File: config.mk
export PLATFORM = sky130hd
export DESIGN_NAME = mini_core
export DESIGN_NICKNAME = d
export VERILOG_FILES = /design/src/logic/core_pkg.sv /design/src/logic/instr_if.sv /design/src/logic/store_if.sv /design/src/logic/exec_unit.sv /design/src/logic/instr_fetch.sv /design/src/logic/mini_core.sv /design/src/logic/reg_file.sv /design/src/logic/store_unit.sv
export SDC_FILE = /design/constraint.sdc
export NUM_CORES = 2
export LEC_CHECK = 0
export BUFFER_PORTS_ARGS = -buffer_cell sky130_fd_sc_hd__buf_2
export CAP_MARGIN = 30
export CORE_ASPECT_RATIO = 1.5
export CORE_MARGIN = 5
export CORE_UTILIZATION = 42
export DETAILED_ROUTE_END_ITERATION = 10
export MAX_ROUTING_LAYER = met4
export PLACE_DENSITY_LB_ADDON = 0.15
export SETUP_SLACK_MARGIN = 0.2
export SYNTH_ARGS = -nofsm -noshare
export SYNTH_HDL_FRONTEND = slang
export SYNTH_HIERARCHICAL = 1
export SYNTH_SLANG_ARGS = --single-unit
File: constraint.sdc
create_clock -name clk_i -period 10.9 [get_ports clk_i]
set_input_delay 0.545 -clock clk_i [delete_from_list [all_inputs] [get_ports clk_i]]
set_output_delay 0.545 -clock clk_i [all_outputs]
set_load 0.01 [all_outputs]
File: src/logic/core_pkg.sv
package core_pkg;

  //////////////////////////////////////////////////
  // Widths and reset values
  //////////////////////////////////////////////////

  // Data and address width
  localparam int XLEN       = 32;
  // Register index width
  localparam int REG_ADDR_W = 5;
  localparam int NUM_REGS   = 32;

  // First fetch address and PC increment
  localparam logic [XLEN-1:0] RESET_PC = 32'h0000_0000;
  localparam logic [XLEN-1:0] PC_STEP  = 32'h0000_0004;

  //////////////////////////////////////////////////
  // Opcode and funct encodings
  //////////////////////////////////////////////////

  // Major opcodes, kept subset of RV32I
  localparam logic [6:0] OPC_OP     = 7'b0110011;
  localparam logic [6:0] OPC_OP_IMM = 7'b0010011;
  localparam logic [6:0] OPC_LUI    = 7'b0110111;
  localparam logic [6:0] OPC_AUIPC  = 7'b0010111;
  localparam logic [6:0] OPC_STORE  = 7'b0100011;

  // funct3 codes
  localparam logic [2:0] F3_ADD_SUB = 3'b000;
  localparam logic [2:0] F3_XOR     = 3'b100;
  localparam logic [2:0] F3_OR      = 3'b110;
  localparam logic [2:0] F3_AND     = 3'b111;
  // Word store
  localparam logic [2:0] F3_SW      = 3'b010;

  // funct7 for SUB, ADD uses all zeros
  localparam logic [6:0] F7_SUB = 7'b0100000;

  //////////////////////////////////////////////////
  // Instruction formats
  //////////////////////////////////////////////////

  typedef struct packed {
    logic [6:0]            funct7;
    logic [REG_ADDR_W-1:0] rs2;
    logic [REG_ADDR_W-1:0] rs1;
    logic [2:0]            funct3;
    logic [REG_ADDR_W-1:0] rd;
    logic [6:0]            opcode;
  } r_type_t;

  typedef struct packed {
    logic [11:0]           imm;
    logic [REG_ADDR_W-1:0] rs1;
    logic [2:0]            funct3;
    logic [REG_ADDR_W-1:0] rd;
    logic [6:0]            opcode;
  } i_type_t;

  // Store immediate is split around rs2/rs1
  typedef struct packed {
    logic [6:0]            imm_hi;
    logic [REG_ADDR_W-1:0] rs2;
    logic [REG_ADDR_W-1:0] rs1;
    logic [2:0]            funct3;
    logic [4:0]            imm_lo;
    logic [6:0]            opcode;
  } s_type_t;

  // Upper 20 bits of the immediate
  typedef struct packed {
    logic [19:0]           imm;
    logic [REG_ADDR_W-1:0] rd;
    logic [6:0]            opcode;
  } u_type_t;

  // One word, four views picked by opcode
  typedef union packed {
    r_type_t r;
    i_type_t i;
    s_type_t s;
    u_type_t u;
  } instr_t;

endpackage

File: src/logic/instr_if.sv
`timescale 1ns/1ps

// Fetch to execute hand-off, one instruction with its PC
interface instr_if;

  logic                        instr_valid;
  logic                        instr_ready;
  core_pkg::instr_t            instr;
  logic [core_pkg::XLEN-1:0]   pc;

  // Fetch side presents the word
  modport fetch (
    output instr_valid, instr, pc,
    input  instr_ready
  );

  // Execute side accepts it
  modport exec (
    input  instr_valid, instr, pc,
    output instr_ready
  );

endinterface

File: src/logic/store_if.sv
`timescale 1ns/1ps

// Execute to store unit, one pending word write
interface store_if;

  logic                        st_valid;
  logic                        st_ready;
  logic [core_pkg::XLEN-1:0]   st_addr;
  logic [core_pkg::XLEN-1:0]   st_data;

  // Request side
  modport exec (
    output st_valid, st_addr, st_data,
    input  st_ready
  );

  // Bus side
  modport store (
    input  st_valid, st_addr, st_data,
    output st_ready
  );

endinterface

File: src/logic/exec_unit.sv
`timescale 1ns/1ps

module exec_unit (
  input  logic   clk_i,
  input  logic   arst_n_i,
  instr_if.exec  instr_i,
  store_if.exec  store_o
);

  core_pkg::instr_t          instr;
  logic [6:0]                opcode;
  logic [core_pkg::XLEN-1:0] rdata_a;
  logic [core_pkg::XLEN-1:0] rdata_b;
  logic [core_pkg::XLEN-1:0] imm_i;
  logic [core_pkg::XLEN-1:0] imm_s;
  logic [core_pkg::XLEN-1:0] imm_u;
  logic [core_pkg::XLEN-1:0] alu_res;
  logic                      alu_en;
  logic                      is_sw;
  logic                      transfer;
  // Pending store
  logic                      st_valid_q;
  logic [core_pkg::XLEN-1:0] st_addr_q;
  logic [core_pkg::XLEN-1:0] st_data_q;

  assign instr  = instr_i.instr;
  assign opcode = instr.r.opcode;

  // Stall while a store waits for the bus side
  assign instr_i.instr_ready = !st_valid_q;
  assign transfer            = instr_i.instr_valid && instr_i.instr_ready;

  //////////////////////////////////////////////////
  // Immediates
  //////////////////////////////////////////////////

  assign imm_i = {{20{instr.i.imm[11]}}, instr.i.imm};
  assign imm_s = {{20{instr.s.imm_hi[6]}}, instr.s.imm_hi, instr.s.imm_lo};
  assign imm_u = {instr.u.imm, 12'h000};

  // rs1/rs2/rd sit at the same bits in every format
  reg_file reg_file_i (
    .clk_i     ( clk_i           ),
    .arst_n_i  ( arst_n_i        ),
    .raddr_a_i ( instr.r.rs1     ),
    .raddr_b_i ( instr.r.rs2     ),
    .waddr_i   ( instr.r.rd      ),
    .we_i      ( transfer && alu_en ),
    .wdata_i   ( alu_res         ),
    .rdata_a_o ( rdata_a         ),
    .rdata_b_o ( rdata_b         )
  );

  //////////////////////////////////////////////////
  // Decode and ALU
  //////////////////////////////////////////////////

  always_comb begin
    alu_res = '0;
    alu_en  = 1'b0;
    is_sw   = 1'b0;
    case (opcode)
      core_pkg::OPC_OP: begin
        alu_en = 1'b1;
        case (instr.r.funct3)
          core_pkg::F3_ADD_SUB: begin
            alu_res = (instr.r.funct7 == core_pkg::F7_SUB) ?
                      rdata_a - rdata_b : rdata_a + rdata_b;
          end
          core_pkg::F3_XOR: alu_res = rdata_a ^ rdata_b;
          core_pkg::F3_OR:  alu_res = rdata_a | rdata_b;
          core_pkg::F3_AND: alu_res = rdata_a & rdata_b;
          // Shifts and compares not kept
          default:          alu_en  = 1'b0;
        endcase
      end
      core_pkg::OPC_OP_IMM: begin
        // ADDI only
        alu_en  = (instr.i.funct3 == core_pkg::F3_ADD_SUB);
        alu_res = rdata_a + imm_i;
      end
      core_pkg::OPC_LUI: begin
        alu_en  = 1'b1;
        alu_res = imm_u;
      end
      core_pkg::OPC_AUIPC: begin
        alu_en  = 1'b1;
        alu_res = instr_i.pc + imm_u;
      end
      core_pkg::OPC_STORE: begin
        is_sw = (instr.s.funct3 == core_pkg::F3_SW);
      end
      // Anything else retires as a no-op
      default: ;
    endcase
  end

  //////////////////////////////////////////////////
  // Store request
  //////////////////////////////////////////////////

  assign store_o.st_valid = st_valid_q;
  assign store_o.st_addr  = st_addr_q;
  assign store_o.st_data  = st_data_q;

  always_ff @(posedge clk_i or negedge arst_n_i) begin
    if (!arst_n_i) begin
      st_valid_q <= 1'b0;
    end else if (transfer && is_sw) begin
      st_valid_q <= 1'b1;
    end else if (st_valid_q && store_o.st_ready) begin
      st_valid_q <= 1'b0;
    end
  end

  // Address and data, held until accepted
  always_ff @(posedge clk_i) begin
    if (transfer && is_sw) begin
      st_addr_q <= rdata_a + imm_s;
      st_data_q <= rdata_b;
    end
  end

endmodule

File: src/logic/instr_fetch.sv
`timescale 1ns/1ps

module instr_fetch (
  input  logic                      clk_i,
  input  logic                      arst_n_i,
  // Instruction Wishbone master
  output logic                      iwb_cyc_o,
  output logic                      iwb_stb_o,
  output logic [core_pkg::XLEN-1:0] iwb_adr_o,
  input  logic [core_pkg::XLEN-1:0] iwb_dat_i,
  input  logic                      iwb_ack_i,
  // To execute
  instr_if.fetch                    instr_o
);

  logic [core_pkg::XLEN-1:0] pc_q;
  core_pkg::instr_t          instr_q;
  // Low in the bus cycle, high in the hand-off
  logic                      handoff_q;
  logic                      cyc_q;
  logic                      transfer;

  assign transfer = instr_o.instr_valid && instr_o.instr_ready;

  // cyc and stb always move together
  assign iwb_cyc_o = cyc_q;
  assign iwb_stb_o = cyc_q;
  assign iwb_adr_o = pc_q;

  assign instr_o.instr_valid = handoff_q;
  assign instr_o.instr       = instr_q;
  assign instr_o.pc          = pc_q;

  //////////////////////////////////////////////////
  // PC and fetch FSM
  //////////////////////////////////////////////////

  always_ff @(posedge clk_i or negedge arst_n_i) begin
    if (!arst_n_i) begin
      handoff_q <= 1'b0;
      cyc_q     <= 1'b0;
      pc_q      <= core_pkg::RESET_PC;
    end else if (!handoff_q) begin
      if (cyc_q && iwb_ack_i) begin
        // Word returned, drop the bus and hand it over
        cyc_q     <= 1'b0;
        handoff_q <= 1'b1;
      end else begin
        // First fetch after reset, else hold the cycle open
        cyc_q <= 1'b1;
      end
    end else if (transfer) begin
      // Accepted, next sequential fetch
      handoff_q <= 1'b0;
      cyc_q     <= 1'b1;
      pc_q      <= pc_q + core_pkg::PC_STEP;
    end
  end

  // Capture on ack
  always_ff @(posedge clk_i) begin
    if (cyc_q && iwb_ack_i) begin
      instr_q <= iwb_dat_i;
    end
  end

endmodule

File: src/logic/mini_core.sv
`timescale 1ns/1ps

module mini_core (
  input  logic                      clk_i,
  input  logic                      arst_n_i,
  // Instruction bus
  output logic                      iwb_cyc_o,
  output logic                      iwb_stb_o,
  output logic [core_pkg::XLEN-1:0] iwb_adr_o,
  input  logic [core_pkg::XLEN-1:0] iwb_dat_i,
  input  logic                      iwb_ack_i,
  // Data bus, write only
  output logic                      dwb_cyc_o,
  output logic                      dwb_stb_o,
  output logic [core_pkg::XLEN-1:0] dwb_adr_o,
  output logic [core_pkg::XLEN-1:0] dwb_dat_o,
  input  logic                      dwb_ack_i
);

  // Internal valid/ready links
  instr_if instr_link ();
  store_if store_link ();

  //////////////////////////////////////////////////
  // Fetch
  //////////////////////////////////////////////////

  instr_fetch instr_fetch_i (
    .clk_i     ( clk_i      ),
    .arst_n_i  ( arst_n_i   ),
    .iwb_cyc_o ( iwb_cyc_o  ),
    .iwb_stb_o ( iwb_stb_o  ),
    .iwb_adr_o ( iwb_adr_o  ),
    .iwb_dat_i ( iwb_dat_i  ),
    .iwb_ack_i ( iwb_ack_i  ),
    .instr_o   ( instr_link )
  );

  // Decode, ALU, register file
  exec_unit exec_unit_i (
    .clk_i    ( clk_i      ),
    .arst_n_i ( arst_n_i   ),
    .instr_i  ( instr_link ),
    .store_o  ( store_link )
  );

  //////////////////////////////////////////////////
  // Store
  //////////////////////////////////////////////////

  store_unit store_unit_i (
    .clk_i     ( clk_i      ),
    .arst_n_i  ( arst_n_i   ),
    .store_i   ( store_link ),
    .dwb_cyc_o ( dwb_cyc_o  ),
    .dwb_stb_o ( dwb_stb_o  ),
    .dwb_adr_o ( dwb_adr_o  ),
    .dwb_dat_o ( dwb_dat_o  ),
    .dwb_ack_i ( dwb_ack_i  )
  );

endmodule

File: src/logic/reg_file.sv
`timescale 1ns/1ps

module reg_file (
  input  logic                            clk_i,
  input  logic                            arst_n_i,
  input  logic [core_pkg::REG_ADDR_W-1:0] raddr_a_i,
  input  logic [core_pkg::REG_ADDR_W-1:0] raddr_b_i,
  input  logic [core_pkg::REG_ADDR_W-1:0] waddr_i,
  input  logic                            we_i,
  input  logic [core_pkg::XLEN-1:0]       wdata_i,
  output logic [core_pkg::XLEN-1:0]       rdata_a_o,
  output logic [core_pkg::XLEN-1:0]       rdata_b_o
);

  // x1..x31 only, x0 has no storage
  logic [core_pkg::XLEN-1:0] regs_q [1:core_pkg::NUM_REGS-1];

  // Combinational reads, index 0 reads zero
  assign rdata_a_o = (raddr_a_i == '0) ? '0 : regs_q[raddr_a_i];
  assign rdata_b_o = (raddr_b_i == '0) ? '0 : regs_q[raddr_b_i];

  always_ff @(posedge clk_i or negedge arst_n_i) begin
    if (!arst_n_i) begin
      for (int i = 1; i < core_pkg::NUM_REGS; i++) begin
        regs_q[i] <= '0;
      end
    end else if (we_i && (waddr_i != '0)) begin
      // Writes to x0 dropped here
      regs_q[waddr_i] <= wdata_i;
    end
  end

endmodule

File: src/logic/store_unit.sv
`timescale 1ns/1ps

module store_unit (
  input  logic                      clk_i,
  input  logic                      arst_n_i,
  store_if.store                    store_i,
  // Data Wishbone master, writes only
  output logic                      dwb_cyc_o,
  output logic                      dwb_stb_o,
  output logic [core_pkg::XLEN-1:0] dwb_adr_o,
  output logic [core_pkg::XLEN-1:0] dwb_dat_o,
  input  logic                      dwb_ack_i
);

  logic                      busy_q;
  logic [core_pkg::XLEN-1:0] adr_q;
  logic [core_pkg::XLEN-1:0] dat_q;
  logic                      accept;

  // Ready only when idle
  assign store_i.st_ready = !busy_q;
  assign accept           = store_i.st_valid && !busy_q;

  // Bus cycle spans the whole busy period
  assign dwb_cyc_o = busy_q;
  assign dwb_stb_o = busy_q;
  assign dwb_adr_o = adr_q;
  assign dwb_dat_o = dat_q;

  always_ff @(posedge clk_i or negedge arst_n_i) begin
    if (!arst_n_i) begin
      busy_q <= 1'b0;
    end else if (accept) begin
      busy_q <= 1'b1;
    end else if (busy_q && dwb_ack_i) begin
      // Write done, back to idle
      busy_q <= 1'b0;
    end
  end

  // Stable from stb through ack
  always_ff @(posedge clk_i) begin
    if (accept) begin
      adr_q <= store_i.st_addr;
      dat_q <= store_i.st_data;
    end
  end

endmodule

==> results.ini <==
[run_status]
run_status = finished, final reports clean

[job]
max_cap_violations = 0

[setup_path]
crit_arrival_ps = 8500
worst_ep_required_time_ps = 11570
crit_fanout = 53
crit-reg2reg-capture = exec_unit_i/reg_file_i/regs_q[571]
timing.rr.start = instr_fetch_i/instr_o.instr[20]
startpoint_type = register
reg2regPathDepth = 23
criticalPathCategory = reg2reg
ff2ff_setup_slack_ps = 3070
timing.critical_path.to_type = register

[routing]
drt-vias-per-instance = 6.366
drt-wirelength-per-cell_um = 31.43
drt_pass1_iterations = 6
postRouteAntennaNets = 0
drc = 0
routed_wl_um = 245700
total_via_count_after_detailed_routing = 49768
dr.first_iter.drc_count = 4663

[power]
vdd_ir_drop_max_mv = 0.1518
powerDensity_mw_per_mm2 = 138.6
static-leakage-power_nw = 34.70

[clock_tree]
postCtsResizedCells = 0
cts_num_sinks = 1186
cts-htree-levels = 3
cts-root-buf = sky130_fd_sc_hd__clkbuf_16
clk_transition_reported_paths_ps = 70
cts.repair_timing.setup_buffer_count = 0
tritoncts.num_buffers = 117
number_of_buffers_on_the_longest_clock_path = 3
clk-insertion-delay-late_ps = 790
cts_tree = yes

[timing]
hold_slack_ps = 61.70
maxSlewHeadroom_pct = 26.32
max_freq_mhz = 127.7
final-max-slew-violation-count = 0
fin_skew_ps = 37.93
timing.final.crit_period_ps = 7832
worst_max_slew_pin_slew_ps = 1105
grt_setup_unrepaired = no
timing.setup.tns_ps = 0
setup-violations-final = 0
hold_violations = 0
post-route-period-util_pct = 71.85

[synthesis]
syn-mean-instance-area_um2 = 12.16
fraction_of_registers_with_async_set_or_reset_after_synthesis_pct = 86.51
yosysWarningCount = 6
synth_register_bits = 1186
syn_inst = 5655
synthDistinctLibCells = 91
post_synth_instance_area_mm2 = 0.06877
synth_edf_count = 160
seq_area_frac_synth_pct = 44.32
synth_flop_cell = sky130_fd_sc_hd__dfrtp_1

[cells_and_area]
final_net_count = 5793
mostFrequentLayoutCell = sky130_fd_sc_hd__mux2_2
syn_to_final_growth_pct = 10.01
post_route_cells_drive_above_1_share_pct = 33.16
layout.filler_cells = 14875
layout_common_cells = sky130_fd_sc_hd__mux2_2, sky130_fd_sc_hd__dfrtp_1, sky130_fd_sc_hd__mux2i_1

[min_path]
hold_path_depth = 1
worst_hold_startpoint = iwb_dat_i[21]
worst_hold_path_type = in2reg
hold-path-endpoint = instr_fetch_i/instr_o.instr[21]

[placed_design]
io_buffers = 133
gp_congestion = 0.9726
dp.final_hpwl_um = 152100

[die]
start_util_pct = 42.06
chipHeight_um = 505.6
die_x_um = 340.4
die_area_mm2 = 0.1721
fp-row-count = 182
core_mm2 = 0.1635
top_level_ports = 136

[global_route]
initial_antenna_violation_count = 4
grt_pass1_vias = 50431
grt_pass1_wl_um = 356000
global_route.usage.total_pct = 28.64
grt_start_max_net_pins = 156
global_route.overflow_total = 0

## cell families after synthesis
family	after synthesis	synth area share (%)
multiplexers	1844	31.21
XOR/XNOR	156	1.998
adder cells (fa/ha/maj)	156	2.882
flip-flops	1186	44.32
other	1	0.005453
AND/OR/NAND/NOR	691	5.662
buffers and inverters	651	4.637
AO/OA/AOI/OAI	970	9.291
## power by group
group	internal, W	switching (W)	total, W
clock	0.00228	0.00189	0.00417
sequential	0.00452	0.0000543	0.00458
combinational	0.000559	0.00118	0.00174
total	0.00736	0.00312	0.0105
## cell usage after synthesis (all sizes together), types with 38 or more instances
| cell type | count | share of area (%) |
|---|---|---|
| nand2 | 136 | 0.75 |
| mux4 | 128 | 4.2 |
| edfxtp | 160 | 7.0 |
| nor4 | 46 | 0.81 |
| a21oi | 170 | 1.2 |
| a211oi | 83 | 0.91 |
| dfrtp | 1026 | 37 |
| nor2 | 109 | 0.61 |
| nand3 | 38 | 0.29 |
| xor2 | 52 | 0.66 |
| clkbuf | 228 | 1.3 |
| a22oi | 81 | 0.88 |
| buf | 301 | 2.7 |
| inv | 122 | 0.67 |
| nor3 | 155 | 1.1 |
| a21o | 40 | 0.44 |
| a221oi | 44 | 0.57 |
| nor2b | 47 | 0.43 |
| xnor2 | 104 | 1.3 |
| o21ai | 114 | 0.83 |
| ha | 152 | 2.8 |
| o22ai | 294 | 2.7 |
| mux2i | 594 | 8.6 |
| mux2 | 1122 | 18 |
## routing by layer
layer | track usage (%) | vias up | wire, um
li1 | - | 21152 | -
met1 | 35.87 | 26186 | 99630
met2 | 46.58 | 1883 | 118200
met3 | 3.744 | 547 | 15030
met4 | 12.87 | 0 | 12830
met5 | - | - | 0
## worst max-delay path, stage by stage, from the launching register on
cell and delay (ps):
sky130_fd_sc_hd__edfxtp_1 440, sky130_fd_sc_hd__buf_4 790, sky130_fd_sc_hd__buf_4 760, sky130_fd_sc_hd__mux2i_1 270, sky130_fd_sc_hd__o22ai_1 100, sky130_fd_sc_hd__nor3_1 360, sky130_fd_sc_hd__nor4_2 100, sky130_fd_sc_hd__buf_4 200
sky130_fd_sc_hd__nor4_4 480, sky130_fd_sc_hd__nand3_1 230, sky130_fd_sc_hd__or2_2 360, sky130_fd_sc_hd__nor2_1 430, sky130_fd_sc_hd__a21oi_1 170, sky130_fd_sc_hd__xnor2_1 150, sky130_fd_sc_hd__ha_1 390, sky130_fd_sc_hd__a21o_1 200
sky130_fd_sc_hd__a21o_1 170, sky130_fd_sc_hd__a21oi_1 210, sky130_fd_sc_hd__nor2_1 80, sky130_fd_sc_hd__a211oi_1 210, sky130_fd_sc_hd__o21ai_1 200, sky130_fd_sc_hd__xor2_1 200, sky130_fd_sc_hd__a221o_1 680, sky130_fd_sc_hd__mux2_1 460
## timing repair
action | 4_1_cts | 5_1_grt
setup endpoints to repair | 0 | 0
hold buffers | 34 | 0
endpoints found under the hold margin | 120 | 0
## how the worst max path moves through the flow
| stage | start | to | slack (ps) | cells after the start |
|---|---|---|---|---|
| after floorplan | instr_fetch_i/instr_o.instr[21] | exec_unit_i/reg_file_i/regs_q[29] | 4930 | 26 |
| after global placement | instr_fetch_i/instr_o.instr[20] | exec_unit_i/reg_file_i/regs_q[571] | 3220 | 23 |
| after detailed placement | instr_fetch_i/instr_o.instr[22] | exec_unit_i/reg_file_i/regs_q[571] | 3130 | 23 |
| after CTS | instr_fetch_i/instr_o.instr[22] | exec_unit_i/reg_file_i/regs_q[571] | 3160 | 23 |
| after global routing | instr_fetch_i/instr_o.instr[20] | exec_unit_i/reg_file_i/regs_q[571] | 2690 | 23 |
| final | instr_fetch_i/instr_o.instr[20] | exec_unit_i/reg_file_i/regs_q[571] | 3070 | 23 |
## metrics by stage
| stage | util (%) | worst slack [ps] | instances | total power (W) | cell area, um2 |
|---|---|---|---|---|---|
| final | 46.27 | 3068 | 7818 | 0.01048 | 75660 |
| after floorplan | - | 4934 | 5658 | 0.005687 | 68790 |
| after global placement | 43.56 | 3220 | 7550 | 0.006352 | 71210 |
| after global routing | 46.27 | 2685 | 7818 | 0.01084 | 75660 |
| after CTS | 46.23 | 3157 | 7812 | 0.01056 | 75590 |
| after detailed placement | 43.64 | 3133 | 7560 | 0.006361 | 71360 |
## sequential cells by signal, summed over array words and instances (netlist names)
signal and cells:
exec_unit_i/reg_file_i/regs_q 992, exec_unit_i/store_o.st_addr 32, exec_unit_i/store_o.st_data 32, exec_unit_i/store_o.st_valid 1
instr_fetch_i/instr_o.instr 32, instr_fetch_i/instr_o.instr_valid 1, instr_fetch_i/instr_o.pc 30, instr_fetch_i/iwb_cyc_o 1
store_unit_i/dwb_adr_o 32, store_unit_i/dwb_cyc_o 1, store_unit_i/dwb_dat_o 32
## cell type report
type                            instances  area [um2]  area share [%]
Multi-Input combinational cell       3821       35540           46.97
Sequential cell                      1186       30480           40.29
Clock buffer                          155        3252           4.298
Tap cell                             2116        2648           3.499
Timing Repair Buffer                  353        2636           3.485
Clock inverter                         63       641.9          0.8484
Inverter                              122       457.9          0.6053
Antenna cell                            2       5.005        0.006615
Power figures use the tool's default switching activity.
